### src/hw/wb_pkg.sv
// Wishbone bus widths
// Address map pages of the peripheral slaves
// Address word with raw and field views
`default_nettype none

package wb_pkg;

	// Bus widths
	localparam int WB_ADR_W = 32;
	localparam int WB_DAT_W = 32;
	localparam int WB_SEL_W = 4;

	// --------------------
	// Address map
	// --------------------
	// Page is the top 15 address bits
	localparam int PAGE_W = 15;
	localparam logic [PAGE_W-1:0] PAGE_TIMER = 15'h7001;
	localparam logic [PAGE_W-1:0] PAGE_GPIO  = 15'h7002;

	// Decoder looks at the page, slaves at the register index
	typedef union packed {
		logic [WB_ADR_W-1:0] raw;
		struct packed {
			logic [PAGE_W-1:0] page;
			logic [11:0]       unused;
			logic [2:0]        reg_idx;
			logic [1:0]        byte_ofs;
		} f;
	} wb_adr_u;

endpackage

`default_nettype wire

### src/hw/periph_pkg.sv
// Timer and GPIO register indices, timer control bits
// Interrupt vector positions and button placement in GPIO
// Hex digit patterns for the seven-segment display
`default_nettype none

package periph_pkg;

	// --------------------
	// Timer registers
	// --------------------
	localparam logic [2:0] REG_TCR0 = 3'd0;
	localparam logic [2:0] REG_CMP0 = 3'd1;
	localparam logic [2:0] REG_CNT0 = 3'd2;
	localparam logic [2:0] REG_TCR1 = 3'd3;
	localparam logic [2:0] REG_CMP1 = 3'd4;
	localparam logic [2:0] REG_CNT1 = 3'd5;

	// TCR bit positions
	localparam int TCR_EN    = 0;
	localparam int TCR_AR    = 1;
	localparam int TCR_IRQEN = 2;
	localparam int TCR_TRIG  = 3;

	// --------------------
	// GPIO registers
	// --------------------
	localparam logic [2:0] REG_GPIO_IN   = 3'd0;
	localparam logic [2:0] REG_GPIO_OUT  = 3'd1;
	localparam logic [2:0] REG_GPIO_OE   = 3'd2;
	localparam logic [2:0] REG_GPIO_MASK = 3'd3;

	// Buttons land on GPIO input bits 11:8
	localparam int BTN_GPIO_LSB = 8;

	// Interrupt vector positions
	localparam int IRQ_UART   = 0;
	localparam int IRQ_TIMER0 = 1;
	localparam int IRQ_GPIO   = 2;
	localparam int IRQ_TIMER1 = 3;

	// Active low segments, a in bit 0 up to g in bit 6
	localparam logic [6:0] SEG_HEX [16] = '{
		7'h40,
		7'h79,
		7'h24,
		7'h30,
		7'h19,
		7'h12,
		7'h02,
		7'h78,
		7'h00,
		7'h10,
		7'h08,
		7'h03,
		7'h46,
		7'h21,
		7'h06,
		7'h0E
	};

endpackage

`default_nettype wire

### src/hw/wb_decoder.sv
// Wishbone address decoder for the timer and GPIO pages
// Slave strobe routing, read data and ack mux
// Local ack for unmapped pages
`timescale 1ns/1ps
`default_nettype none

module wb_decoder (
	input  wire                          clk_i,
	input  wire                          arst_n_i,
	input  wire                          wb_cyc_i,
	input  wire                          wb_stb_i,
	input  wb_pkg::wb_adr_u              wb_adr_i,
	output logic                         timer_stb_o,
	output logic                         gpio_stb_o,
	input  wire  [wb_pkg::WB_DAT_W-1:0]  timer_dat_i,
	input  wire                          timer_ack_i,
	input  wire  [wb_pkg::WB_DAT_W-1:0]  gpio_dat_i,
	input  wire                          gpio_ack_i,
	output logic [wb_pkg::WB_DAT_W-1:0]  wb_dat_o,
	output logic                         wb_ack_o
);
	import wb_pkg::*;

	logic hit_timer;
	logic hit_gpio;
	logic nomap_ack;

	// Page compare
	assign hit_timer = (wb_adr_i.f.page == PAGE_TIMER);
	assign hit_gpio  = (wb_adr_i.f.page == PAGE_GPIO);

	// Strobe goes only to the addressed slave
	assign timer_stb_o = wb_stb_i & hit_timer;
	assign gpio_stb_o  = wb_stb_i & hit_gpio;

	// --------------------
	// Unmapped pages
	// --------------------
	// One-cycle ack so the master never hangs
	always_ff @(posedge clk_i or negedge arst_n_i) begin
		if (!arst_n_i) begin
			nomap_ack <= 1'b0;
		end else begin
			nomap_ack <= wb_cyc_i & wb_stb_i & ~hit_timer & ~hit_gpio & ~nomap_ack;
		end
	end

	// Data follows whichever slave acks and is zero otherwise
	always_comb begin
		if (timer_ack_i) begin
			wb_dat_o = timer_dat_i;
		end else if (gpio_ack_i) begin
			wb_dat_o = gpio_dat_i;
		end else begin
			wb_dat_o = '0;
		end
	end

	assign wb_ack_o = timer_ack_i | gpio_ack_i | nomap_ack;

	// Only one ack source at a time
	a_one_ack: assert property (@(posedge clk_i) disable iff (!arst_n_i)
		$onehot0({timer_ack_i, gpio_ack_i, nomap_ack}));

endmodule

`default_nettype wire

### src/hw/wb_timer.sv
// Two-channel compare timer on Wishbone
// Per channel control, compare and counter registers
// One-shot or auto-reload with an interrupt per channel
`timescale 1ns/1ps
`default_nettype none

module wb_timer (
	input  wire                          clk_i,
	input  wire                          arst_n_i,
	input  wire                          wb_cyc_i,
	input  wire                          wb_stb_i,
	input  wire                          wb_we_i,
	input  wb_pkg::wb_adr_u              wb_adr_i,
	input  wire  [wb_pkg::WB_DAT_W-1:0]  wb_dat_i,
	output logic [wb_pkg::WB_DAT_W-1:0]  wb_dat_o,
	output logic                         wb_ack_o,
	output logic [1:0]                   irq_o
);
	import periph_pkg::*;

	// Register index of each channel
	localparam logic [2:0] TCR_IDX [2] = '{REG_TCR0, REG_TCR1};
	localparam logic [2:0] CMP_IDX [2] = '{REG_CMP0, REG_CMP1};
	localparam logic [2:0] CNT_IDX [2] = '{REG_CNT0, REG_CNT1};

	logic [1:0]  en;
	logic [1:0]  ar;
	logic [1:0]  irqen;
	logic [1:0]  trig;
	logic [31:0] cmp [2];
	logic [31:0] cnt [2];
	logic [31:0] cnt_inc [2];
	logic        wr;

	// Write lands on the edge that raises ack
	assign wr = wb_cyc_i & wb_stb_i & wb_we_i & ~wb_ack_o;

	always_ff @(posedge clk_i or negedge arst_n_i) begin
		if (!arst_n_i) begin
			wb_ack_o <= 1'b0;
		end else begin
			wb_ack_o <= wb_cyc_i & wb_stb_i & ~wb_ack_o;
		end
	end

	always_comb begin
		for (int ch = 0; ch < 2; ch++) begin
			cnt_inc[ch] = cnt[ch] + 32'd1;
		end
	end

	// --------------------
	// Channel state
	// --------------------
	always_ff @(posedge clk_i or negedge arst_n_i) begin
		if (!arst_n_i) begin
			en    <= '0;
			ar    <= '0;
			irqen <= '0;
			trig  <= '0;
			for (int ch = 0; ch < 2; ch++) begin
				cmp[ch] <= '0;
				cnt[ch] <= '0;
			end
		end else begin
			for (int ch = 0; ch < 2; ch++) begin
				// Count and compare
				if (en[ch]) begin
					if (cnt_inc[ch] == cmp[ch]) begin
						trig[ch] <= 1'b1;
						if (ar[ch]) begin
							cnt[ch] <= '0;
						end else begin
							// One-shot stops on the compare value
							cnt[ch] <= cnt_inc[ch];
							en[ch]  <= 1'b0;
						end
					end else begin
						cnt[ch] <= cnt_inc[ch];
					end
				end
				// Bus writes take priority over counting
				if (wr && wb_adr_i.f.reg_idx == TCR_IDX[ch]) begin
					en[ch]    <= wb_dat_i[TCR_EN];
					ar[ch]    <= wb_dat_i[TCR_AR];
					irqen[ch] <= wb_dat_i[TCR_IRQEN];
					trig[ch]  <= 1'b0;
				end
				if (wr && wb_adr_i.f.reg_idx == CMP_IDX[ch]) begin
					cmp[ch] <= wb_dat_i;
				end
				if (wr && wb_adr_i.f.reg_idx == CNT_IDX[ch]) begin
					cnt[ch] <= wb_dat_i;
				end
			end
		end
	end

	// Read mux with unused indices reading zero
	always_comb begin
		wb_dat_o = '0;
		for (int ch = 0; ch < 2; ch++) begin
			if (wb_adr_i.f.reg_idx == TCR_IDX[ch]) begin
				wb_dat_o[TCR_EN]    = en[ch];
				wb_dat_o[TCR_AR]    = ar[ch];
				wb_dat_o[TCR_IRQEN] = irqen[ch];
				wb_dat_o[TCR_TRIG]  = trig[ch];
			end
			if (wb_adr_i.f.reg_idx == CMP_IDX[ch]) begin
				wb_dat_o = cmp[ch];
			end
			if (wb_adr_i.f.reg_idx == CNT_IDX[ch]) begin
				wb_dat_o = cnt[ch];
			end
		end
	end

	assign irq_o = trig & irqen;

	// Auto-reload wraps before it reaches the compare
	a_ar_bound: assert property (@(posedge clk_i) disable iff (!arst_n_i)
		(en[1] && ar[1] && cmp[1] != 0 && cnt[1] < cmp[1] && !wr)
		|=> (cnt[1] < cmp[1]));

endmodule

`default_nettype wire

### src/hw/wb_gpio.sv
// Wishbone GPIO with input, output, output-enable and mask
// Byte-wise register writes, sampled inputs
// Level interrupt from masked inputs
`timescale 1ns/1ps
`default_nettype none

module wb_gpio (
	input  wire                          clk_i,
	input  wire                          arst_n_i,
	input  wire                          wb_cyc_i,
	input  wire                          wb_stb_i,
	input  wire                          wb_we_i,
	input  wb_pkg::wb_adr_u              wb_adr_i,
	input  wire  [wb_pkg::WB_DAT_W-1:0]  wb_dat_i,
	input  wire  [wb_pkg::WB_SEL_W-1:0]  wb_sel_i,
	output logic [wb_pkg::WB_DAT_W-1:0]  wb_dat_o,
	output logic                         wb_ack_o,
	input  wire  [31:0]                  gpio_in_i,
	output logic [31:0]                  gpio_out_o,
	output logic [31:0]                  gpio_oe_o,
	output logic                         irq_o
);
	import periph_pkg::*;

	logic [31:0] in_q;
	logic [31:0] mask_q;
	logic        wr;

	// Byte lanes with sel set take the new data
	function automatic logic [31:0] byte_merge(input logic [31:0] old_w,
			input logic [31:0] new_w, input logic [3:0] sel);
		logic [31:0] res;
		res = old_w;
		for (int b = 0; b < 4; b++) begin
			if (sel[b])
				res[8*b +: 8] = new_w[8*b +: 8];
		end
		return res;
	endfunction

	assign wr = wb_cyc_i & wb_stb_i & wb_we_i & ~wb_ack_o;

	// Input sample stage
	always_ff @(posedge clk_i or negedge arst_n_i) begin
		if (!arst_n_i) begin
			in_q <= '0;
		end else begin
			in_q <= gpio_in_i;
		end
	end

	// --------------------
	// Registers
	// --------------------
	always_ff @(posedge clk_i or negedge arst_n_i) begin
		if (!arst_n_i) begin
			wb_ack_o   <= 1'b0;
			gpio_out_o <= '0;
			gpio_oe_o  <= '0;
			mask_q     <= '0;
		end else begin
			wb_ack_o <= wb_cyc_i & wb_stb_i & ~wb_ack_o;
			if (wr && wb_adr_i.f.reg_idx == REG_GPIO_OUT)
				gpio_out_o <= byte_merge(gpio_out_o, wb_dat_i, wb_sel_i);
			if (wr && wb_adr_i.f.reg_idx == REG_GPIO_OE)
				gpio_oe_o <= byte_merge(gpio_oe_o, wb_dat_i, wb_sel_i);
			if (wr && wb_adr_i.f.reg_idx == REG_GPIO_MASK)
				mask_q <= byte_merge(mask_q, wb_dat_i, wb_sel_i);
		end
	end

	always_comb begin
		case (wb_adr_i.f.reg_idx)
			REG_GPIO_IN:   wb_dat_o = in_q;
			REG_GPIO_OUT:  wb_dat_o = gpio_out_o;
			REG_GPIO_OE:   wb_dat_o = gpio_oe_o;
			REG_GPIO_MASK: wb_dat_o = mask_q;
			default:       wb_dat_o = '0;
		endcase
	end

	// Any enabled input high
	assign irq_o = |(in_q & mask_q);

endmodule

`default_nettype wire

### src/hw/sevenseg_scan.sv
// Four-digit multiplexed seven-segment scanner
// Shows a 16-bit value as hex with digit 0 on the low nibble
`timescale 1ns/1ps
`default_nettype none

module sevenseg_scan #(
	parameter int clk_freq = 50_000_000,
	parameter int scan_hz  = 1000
) (
	input  wire         clk_i,
	input  wire         arst_n_i,
	input  wire  [15:0] value_i,
	output logic [6:0]  seg_o,
	output logic [3:0]  an_o
);
	import periph_pkg::*;

	// Cycles per digit
	localparam int DIV   = clk_freq / scan_hz;
	localparam int DIV_W = $clog2(DIV + 1);

	logic [DIV_W-1:0] div_cnt;
	logic [1:0]       digit;

	// --------------------
	// Digit stepping
	// --------------------
	always_ff @(posedge clk_i or negedge arst_n_i) begin
		if (!arst_n_i) begin
			div_cnt <= '0;
			digit   <= '0;
		end else if (div_cnt == DIV_W'(DIV - 1)) begin
			div_cnt <= '0;
			digit   <= digit + 2'd1;
		end else begin
			div_cnt <= div_cnt + 1'b1;
		end
	end

	// Anode and pattern registered together and all dark in reset
	always_ff @(posedge clk_i or negedge arst_n_i) begin
		if (!arst_n_i) begin
			an_o  <= 4'hF;
			seg_o <= 7'h7F;
		end else begin
			an_o  <= ~(4'b0001 << digit);
			seg_o <= SEG_HEX[value_i[4*digit +: 4]];
		end
	end

endmodule

`default_nettype wire

### src/hw/board_io.sv
// Board glue: button reset with synchronized release
// LED select between GPIO and debug set
// Button inputs into GPIO
`timescale 1ns/1ps
`default_nettype none

module board_io (
	input  wire         clk_i,
	input  wire         arst_n_i,
	input  wire  [3:0]  btn_i,
	input  wire  [7:0]  sw_i,
	input  wire  [7:0]  gpio_out_i,
	input  wire  [1:0]  timer_irq_i,
	input  wire         gpio_irq_i,
	input  wire         wb_cyc_i,
	input  wire         wb_stb_i,
	input  wire         wb_ack_i,
	output logic        rst_n_o,
	output logic [7:0]  led_o,
	output logic [31:0] gpio_in_o
);
	import periph_pkg::*;

	logic       rst_req_n;
	logic [1:0] rst_sync;

	// Board reset or btn 0 while sw 1 is off
	assign rst_req_n = arst_n_i & ~(btn_i[0] & ~sw_i[1]);

	// --------------------
	// Reset synchronizer
	// --------------------
	// Asserts at once, releases two edges later
	always_ff @(posedge clk_i or negedge rst_req_n) begin
		if (!rst_req_n) begin
			rst_sync <= 2'b00;
		end else begin
			rst_sync <= {rst_sync[0], 1'b1};
		end
	end

	assign rst_n_o = rst_sync[1];

	// Debug set when sw 1 is off
	always_comb begin
		if (sw_i[1]) begin
			led_o = gpio_out_i;
		end else begin
			led_o = {timer_irq_i[1], gpio_irq_i, timer_irq_i[0], ~rst_n_o,
				wb_cyc_i, wb_stb_i, wb_ack_i, 1'b0};
		end
	end

	// Buttons only reach GPIO with sw 1 on
	always_comb begin
		gpio_in_o = '0;
		if (sw_i[1]) gpio_in_o[BTN_GPIO_LSB +: 4] = btn_i;
	end

endmodule

`default_nettype wire

### src/hw/soc_periph_top.sv
// Peripheral subsystem top: decoder, timer, GPIO
// Seven-segment scanner, board glue
// Active low interrupt vector for the CPU
`timescale 1ns/1ps
`default_nettype none

module soc_periph_top #(
	parameter int clk_freq = 50_000_000,
	parameter int scan_hz  = 1000
) (
	input  wire                          clk_i,
	input  wire                          arst_n_i,
	input  wire                          wb_cyc_i,
	input  wire                          wb_stb_i,
	input  wire                          wb_we_i,
	input  wire  [wb_pkg::WB_ADR_W-1:0]  wb_adr_i,
	input  wire  [wb_pkg::WB_DAT_W-1:0]  wb_dat_i,
	input  wire  [wb_pkg::WB_SEL_W-1:0]  wb_sel_i,
	output logic [wb_pkg::WB_DAT_W-1:0]  wb_dat_o,
	output logic                         wb_ack_o,
	input  wire  [3:0]                   btn_i,
	input  wire  [7:0]                   sw_i,
	output logic [7:0]                   led_o,
	output logic [6:0]                   seg_o,
	output logic [3:0]                   an_o,
	output logic [31:0]                  irq_n_o
);
	import wb_pkg::*;
	import periph_pkg::*;

	wb_adr_u              bus_adr;
	logic                 rst_n;
	logic                 timer_stb;
	logic                 gpio_stb;
	logic [WB_DAT_W-1:0]  timer_dat;
	logic [WB_DAT_W-1:0]  gpio_dat;
	logic                 timer_ack;
	logic                 gpio_ack;
	logic [1:0]           timer_irq;
	logic                 gpio_irq;
	logic [31:0]          gpio_in;
	logic [31:0]          gpio_out;

	assign bus_adr.raw = wb_adr_i;

	// --------------------
	// Bus
	// --------------------
	wb_decoder dec0 (
		.clk_i(clk_i), .arst_n_i(rst_n),
		.wb_cyc_i(wb_cyc_i), .wb_stb_i(wb_stb_i), .wb_adr_i(bus_adr),
		.timer_stb_o(timer_stb), .gpio_stb_o(gpio_stb),
		.timer_dat_i(timer_dat), .timer_ack_i(timer_ack),
		.gpio_dat_i(gpio_dat), .gpio_ack_i(gpio_ack),
		.wb_dat_o(wb_dat_o), .wb_ack_o(wb_ack_o)
	);

	wb_timer timer0 (
		.clk_i(clk_i), .arst_n_i(rst_n),
		.wb_cyc_i(wb_cyc_i), .wb_stb_i(timer_stb), .wb_we_i(wb_we_i),
		.wb_adr_i(bus_adr), .wb_dat_i(wb_dat_i),
		.wb_dat_o(timer_dat), .wb_ack_o(timer_ack), .irq_o(timer_irq)
	);

	// Output enables have no pad here
	wb_gpio gpio0 (
		.clk_i(clk_i), .arst_n_i(rst_n),
		.wb_cyc_i(wb_cyc_i), .wb_stb_i(gpio_stb), .wb_we_i(wb_we_i),
		.wb_adr_i(bus_adr), .wb_dat_i(wb_dat_i), .wb_sel_i(wb_sel_i),
		.wb_dat_o(gpio_dat), .wb_ack_o(gpio_ack),
		.gpio_in_i(gpio_in), .gpio_out_o(gpio_out), .gpio_oe_o(), .irq_o(gpio_irq)
	);

	// Display shows GPIO out 31:16
	sevenseg_scan #(.clk_freq(clk_freq), .scan_hz(scan_hz)) seg0 (
		.clk_i(clk_i), .arst_n_i(rst_n),
		.value_i(gpio_out[31:16]), .seg_o(seg_o), .an_o(an_o)
	);

	board_io io0 (
		.clk_i(clk_i), .arst_n_i(arst_n_i),
		.btn_i(btn_i), .sw_i(sw_i), .gpio_out_i(gpio_out[7:0]),
		.timer_irq_i(timer_irq), .gpio_irq_i(gpio_irq),
		.wb_cyc_i(wb_cyc_i), .wb_stb_i(wb_stb_i), .wb_ack_i(wb_ack_o),
		.rst_n_o(rst_n), .led_o(led_o), .gpio_in_o(gpio_in)
	);

	// Interrupt vector, unused lines idle high
	always_comb begin
		irq_n_o             = '1;
		irq_n_o[IRQ_UART]   = 1'b1;
		irq_n_o[IRQ_TIMER0] = ~timer_irq[0];
		irq_n_o[IRQ_GPIO]   = ~gpio_irq;
		irq_n_o[IRQ_TIMER1] = ~timer_irq[1];
	end

endmodule

`default_nettype wire

### config.mk
export PLATFORM = sky130hd
export DESIGN_NAME = soc_periph_top
export DESIGN_NICKNAME = d
export VERILOG_FILES = /design/src/hw/wb_pkg.sv /design/src/hw/periph_pkg.sv /design/src/hw/wb_decoder.sv /design/src/hw/wb_timer.sv /design/src/hw/wb_gpio.sv /design/src/hw/sevenseg_scan.sv /design/src/hw/board_io.sv /design/src/hw/soc_periph_top.sv
export SDC_FILE = /design/constraint.sdc
export NUM_CORES = 1
export LEC_CHECK = 0
export BUFFER_PORTS_ARGS = -buffer_cell sky130_fd_sc_hd__buf_2
export CORE_ASPECT_RATIO = 1.4
export CORE_MARGIN = 2
export CORE_UTILIZATION = 51
export CTS_BUF_LIST = sky130_fd_sc_hd__clkbuf_8
export DETAILED_ROUTE_END_ITERATION = 16
export GPL_TIMING_DRIVEN = 0
export PLACE_DENSITY = 0.7
export REMOVE_ABC_BUFFERS = 1
export SLEW_MARGIN = 40
export SYNTH_ARGS = -nofsm -noshare
export SYNTH_HDL_FRONTEND = slang
export SYNTH_SLANG_ARGS = --single-unit
export TNS_END_PERCENT = 50
### constraint.sdc
create_clock -name clk_i -period 12.3 [get_ports clk_i]
set_input_delay 1.23 -clock clk_i [delete_from_list [all_inputs] [get_ports clk_i]]
set_output_delay 1.23 -clock clk_i [all_outputs]
set_load 0.05 [all_outputs]
==> reports/results.ini, run 1 <==
[drt]
drc=0
final_antenna_net_count=0
firstDrtPassIters=6
via_per_inst=6.37
vias=14700
first_iter_violations=1304
wl_per_cell_um=23.0
finalWirelength_um=53200

[floorplanning]
fp.coreArea_mm2=0.0323
die_x_um=157
initial_core_util=0.517
ios=169
core.rowCount=78
fp.dieH_um=218
dieArea_mm2=0.0342

[layout]
fin_nets=1938
final_area_mm2=0.0186
area_growth_pct=11.5
layout-drive-gt1-share=0.249

[clock_network]
clkSlewWorstSetupHoldPaths_ns=0.06
hold_buffers=0
cts_tree=built
clock-sinks=270
post-cts-setup-buffer-count=0
cts_made_buffers=45
cts_repair_resize_count=0
clk_latency_ns=0.59
clock_path_buffers=3
h-tree-depth=2
cts-root-buf=clkbuf_8

[grt]
grt_pass1_vias=14400
track_usage=0.312
antenna_found_initial=1
grt_overflow=0
grt_pass1_wl_um=82000
grt_max_degree=72

[pwr]
p_leak_nw=8.18
p_int_w=0.00149
power.density_mw_per_mm2=117
net-switching-power_w=0.000692
comb_power_share=0.160
ir_drop_v=0.000105
clkPwrFrac=0.381
seq_power_share=0.459
switching_share=0.317

[sta]
worst_pin_slew_ns=0.875
fmax_ghz=0.190
fin_crit_ns=5.27
final-hold-violation-count=0
hold-worst-slack_ns=0.315
fin_crit_sh=0.428
setup-tns-final_ns=0
grt_setup_unrepaired=false
drv_slew=0
finalSetupViolations=0
slew_headroom=0.412
skew_ns=0.0212

[place]
portBuffers=118
gp_congestion=0.980
place_area_mm2=0.0177
dp_hpwl_um=38100

[synthesis]
syn-instance-count=1791
yosysSeqAreaShare=0.405
synth.area.top_cells=dfrtp_1, mux2_2, o21ai_0
mappedNetlistArea_mm2=0.0167
async_flop_share=1.00
synth_area_leader_cell=dfrtp_1
ys.flop_type=dfrtp_1
ys_types=79
yosys.area.top_type_share=0.388
ys_ff_latch=270
yosysWarnings=0
syn_area_per_cell_um2=9.32
synth.most_common_cell=dfrtp_1
synth.cells.most_frequent=dfrtp_1, mux2_2, nand2_1, o21ai_0, a21oi_1
synth_edf_count=0

[setup_path]
cp_data_arrival_time_ns=4.04
slowest_delay_ns=0.64
required_ns=11.07
criticalPathCategory=primary input to primary output
r2r-start=timer0.cnt[2]$_DFFE_PN0P_
cp_slowest_cell=o21ai_0
worstSetupStartpoint=wb_adr_i[2]
crit_fanout=48
crit_chain=buf_6, buf_16, nor2b_4, nand2_2, o21ai_0, o22ai_1, buf_2
cp-start-kind=primary input
end_kind=primary output

[run_status]
status=finished, final reports clean

[min_path]
hold_class=flop to async pin

[flow_run]
maxCapViolations=0

registers in the layout, indices dropped and copies added, names as in the netlist, 2 cells and up:
| name | cells |
|---|---|
| gpio0.gpio_oe_o | 32 |
| gpio0.gpio_out_o | 32 |
| gpio0.in_q | 4 |
| gpio0.mask_q | 32 |
| io0.rst_sync | 2 |
| seg0.an_o | 4 |
| seg0.digit | 2 |
| seg0.div_cnt | 16 |
| seg0.seg_o | 7 |
| timer0.ar | 2 |
| timer0.cmp | 64 |
| timer0.cnt | 64 |
| timer0.en | 2 |
| timer0.irqen | 2 |
| timer0.trig | 2 |
metal layers:
| layer | track usage | vias up | wire [µm] |
|---|---|---|---|
| met4 | 0.198 | 0 | 3710 |
| met5 | 0 | - | 0 |
| met2 | 0.524 | 730 | 25900 |
| met3 | 0.0474 | 190 | 3570 |
| met1 | 0.371 | 7248 | 20000 |
| li1 | - | 6576 | - |
layout by cell type (no fill, tap or decap), drive strengths merged, types with 23 or more instances in the layout:
| master | Yosys | layout |
|---|---|---|
| a21oi | 132 | 132 |
| a31oi | 26 | 26 |
| xor2 | 36 | 36 |
| nor3 | 23 | 23 |
| buf | 65 | 144 |
| nor4 | 26 | 26 |
| nor2 | 130 | 130 |
| clkbuf | 106 | 56 |
| xnor2 | 61 | 61 |
| inv | 31 | 42 |
| a22oi | 65 | 65 |
| o22ai | 38 | 38 |
| conb | 1 | 30 |
| o21ai | 135 | 135 |
| mux2 | 207 | 207 |
| dfrtp | 259 | 259 |
| nand4 | 42 | 42 |
| nand2 | 143 | 143 |
| nand3 | 39 | 39 |
cell families after synthesis:
group,Yosys count,synth area share
simple gates,517,0.156
compound gates,472,0.171
flops,270,0.405
mux,218,0.152
buf+inv,203,0.0543
xor+xnor,97,0.0509
fa+ha+maj,13,0.00974
other cells,1,0.000225
path summary, 6_finish.rpt:
path / to / slack, ns / cells after the start
worst max-delay path: wb_dat_o[13] / 7.03 / 7
worst min-delay path: timer0.cnt[8]$_DFFE_PN0P_ / 0.31 / 0
worst max register to register: timer0.cnt[29]$_DFFE_PN0P_ / 7.52 / 10
worst min register to register: timer0.cnt[8]$_DFFE_PN0P_ / 0.31 / 0
max in group asynchronous: seg0.an_o[3]$_DFF_PN1_ / 10.76 / 3
min in group clk_i: io0.rst_sync[1]$_DFF_PN0_ / 0.36 / 0
stage by stage:
| stage | power, W | utilization | worst slack [ns] | std cells |
|---|---|---|---|---|
| floorplan | 0.00122 | - | 2.23 | 1649 |
| global placement | 0.00133 | 0.531 | 1.10 | 2207 |
| detailed placement | 0.00135 | 0.547 | 7.12 | 2233 |
| CTS | 0.00218 | 0.576 | 7.12 | 2312 |
| global route | 0.00226 | 0.576 | 7.04 | 2312 |
| finish | 0.00218 | 0.576 | 7.03 | 2313 |
final cells by class:
class / count / area, µm²
clock inverter: 23 / 155
clock buffer: 56 / 771
inverter: 32 / 121
tap: 440 / 551
fill: 2934 / 13700
sequential: 270 / 6780
antenna: 1 / 2.50
multi-input combinational: 1347 / 9200
timing repair buffer: 144 / 1040
critical path, delay by kind of cell:
family          cells  cell delay (ns)
simple gates        2             1.15
buf+inv             3             0.79
compound gates      2             0.79
power by group through the flow:
stage	Combinational [W]	Clock, W	Sequential [W]
6_report	0.000349	0.000829	0.00100
5_1_grt	0.000381	0.000875	0.00100
4_1_cts	0.000342	0.000840	0.000995
3_5_place_dp	0.000341	0	0.00101
3_3_place_gp	0.000309	0	0.00102
2_1_floorplan	0.000224	0	0.000994
No activity file was read; power rests on OpenSTA's default activity.
==> inputs of run 2 (changes only) <==
==> constraint.sdc (replaced) <==
create_clock -name clk_i -period 5 [get_ports clk_i]
set_input_delay 0.5 -clock clk_i [delete_from_list [all_inputs] [get_ports clk_i]]
set_output_delay 0.5 -clock clk_i [all_outputs]
set_load 0.05 [all_outputs]
==> reports/results.ini, run 2 (synthesized netlist as in run 1, its figures left out) <==
[drt]
vias=14700
drc=0
final_antenna_net_count=0
firstDrtPassIters=8
first_iter_violations=1328
via_per_inst=6.36
finalWirelength_um=53100
wl_per_cell_um=22.9

[layout]
area_growth_pct=11.6
final_area_mm2=0.0186
fillers=2932
seqCellArea_mm2=0.00678
layout-drive-gt1-share=0.249
final_cell_mix=dfrtp_1, mux2_2, nand2_1
fin_nets=1940
reg.largest.list=timer0.cmp x64, timer0.cnt x64
final_common_cell=dfrtp_1
multiInputGateArea_mm2=0.00920

[floorplanning]
core.rowCount=78
fp.dieH_um=218
ios=169
dieArea_mm2=0.0342
die_x_um=157
fp.coreArea_mm2=0.0323
initial_core_util=0.517

[setup_path]
cp_top_family=simple AND/OR/NAND/NOR gates
cpMostUsedCell=or4_1
required_ns=5.43
criticalPathCategory=flop to flop
cp_data_arrival_time_ns=5.23
cp_slowest_cell=or4_1
crit_fanout=18
slowest_delay_ns=0.92
crit_buf_inv=1
crit_chain=nand4_2, or4_1, or4_1, xnor2_1, or4_4, nor4_4, buf_6, nor2_4, a221oi_1, a21oi_1
cp-start-kind=flop
end_kind=flop
r2r_cells=10
worst-path-stages=10

[sta]
slew_headroom=0.391
fin_crit_sh=0.959
fmax_ghz=0.209
final-hold-violation-count=0
worst_pin_slew_ns=0.906
setup-tns-final_ns=0
grt_setup_unrepaired=false
finalSetupViolations=0
skew_ns=0.0241
drv_slew=0
fin_crit_ns=4.79

[grt]
grt_pass1_vias=14500
grt_pass1_wl_um=82000
antenna_found_initial=1
grt_overflow=0
grt_max_degree=72
track_usage=0.312

[clock_network]
clock-sinks=270
clkSlewWorstSetupHoldPaths_ns=0.06
clk_latency_ns=0.59
post-cts-setup-buffer-count=0
hold_buffers=2
h-tree-depth=2
cts_tree=built
cts_made_buffers=45
cts-root-buf=clkbuf_8
clock_path_buffers=3
cts_repair_resize_count=0

[run_status]
status=finished, final reports clean

[pwr]
switching_share=0.317
ir_drop_v=0.000257
comb_power_share=0.160
p_int_w=0.00366
clkPwrFrac=0.381
power.density_mw_per_mm2=287
seq_power_share=0.459
net-switching-power_w=0.00170
p_leak_nw=8.19

[place]
place_area_mm2=0.0177
portBuffers=118
gp_congestion=0.980
dp_hpwl_um=38100

[min_path]
hold_class=primary input to flop
hold_depth=2

[flow_run]
maxCapViolations=0

-- run 2: cell type report --
class / instances / area share
clock buffer: 56 / 0.0414
clock inverter: 23 / 0.00833
tap: 440 / 0.0295
inverter: 32 / 0.00651
sequential: 270 / 0.364
multi-input combinational: 1347 / 0.493
antenna: 1 / 0.000134
timing repair buffer: 146 / 0.0569
-- run 2: per-stage QoR --
| step | total power, W | instances | setup WS [ns] | util | hold WS [ns] |
|---|---|---|---|---|---|
| finish | 0.00536 | 2315 | 0.205 | 0.577 | 0.136 |
| global route | 0.00556 | 2314 | 0.116 | 0.577 | 0.149 |
| CTS | 0.00536 | 2314 | 0.330 | 0.576 | 0.121 |
| detailed placement | 0.00333 | 2233 | 0.343 | 0.547 | 0.322 |
| global placement | 0.00328 | 2207 | -6.20 | 0.531 | 0.336 |
| floorplan | 0.00300 | 1649 | -4.34 | - | 0.331 |
-- run 2: path summary, 6_finish.rpt --
kind	startpoint	endpoint	slack, ns
setup / recovery	timer0.cnt[2]$_DFFE_PN0P_	timer0.cnt[29]$_DFFE_PN0P_	0.21
hold / removal	btn_i[1]	gpio0.in_q[9]$_DFF_PN0_	0.14
setup reg to reg	timer0.cnt[2]$_DFFE_PN0P_	timer0.cnt[29]$_DFFE_PN0P_	0.21
hold reg to reg	io0.rst_sync[1]$_DFF_PN0_	timer0.cnt[8]$_DFFE_PN0P_	0.31
max in group asynchronous	io0.rst_sync[1]$_DFF_PN0_	seg0.an_o[3]$_DFF_PN1_	3.47
min in group asynchronous	io0.rst_sync[1]$_DFF_PN0_	timer0.cnt[8]$_DFFE_PN0P_	0.31
-- run 2: metal layers --
layer	vias to the layer above	GRT usage	wire length, µm
li1	6580	-	-
met1	7232	0.371	19900
met2	724	0.524	25900
met3	188	0.0474	3520
met4	0	0.198	3770
met5	-	0	0
-- run 2: power by group through the flow --
| stage | Combinational [W] | Sequential, W | Clock [W] |
|---|---|---|---|
| after global placement | 0.000761 | 0.00252 | 0 |
| final | 0.000858 | 0.00246 | 0.00204 |
| after CTS | 0.000844 | 0.00245 | 0.00207 |
| after global routing | 0.000938 | 0.00247 | 0.00215 |
| after floorplan | 0.000552 | 0.00244 | 0 |
| after detailed placement | 0.000839 | 0.00249 | 0 |
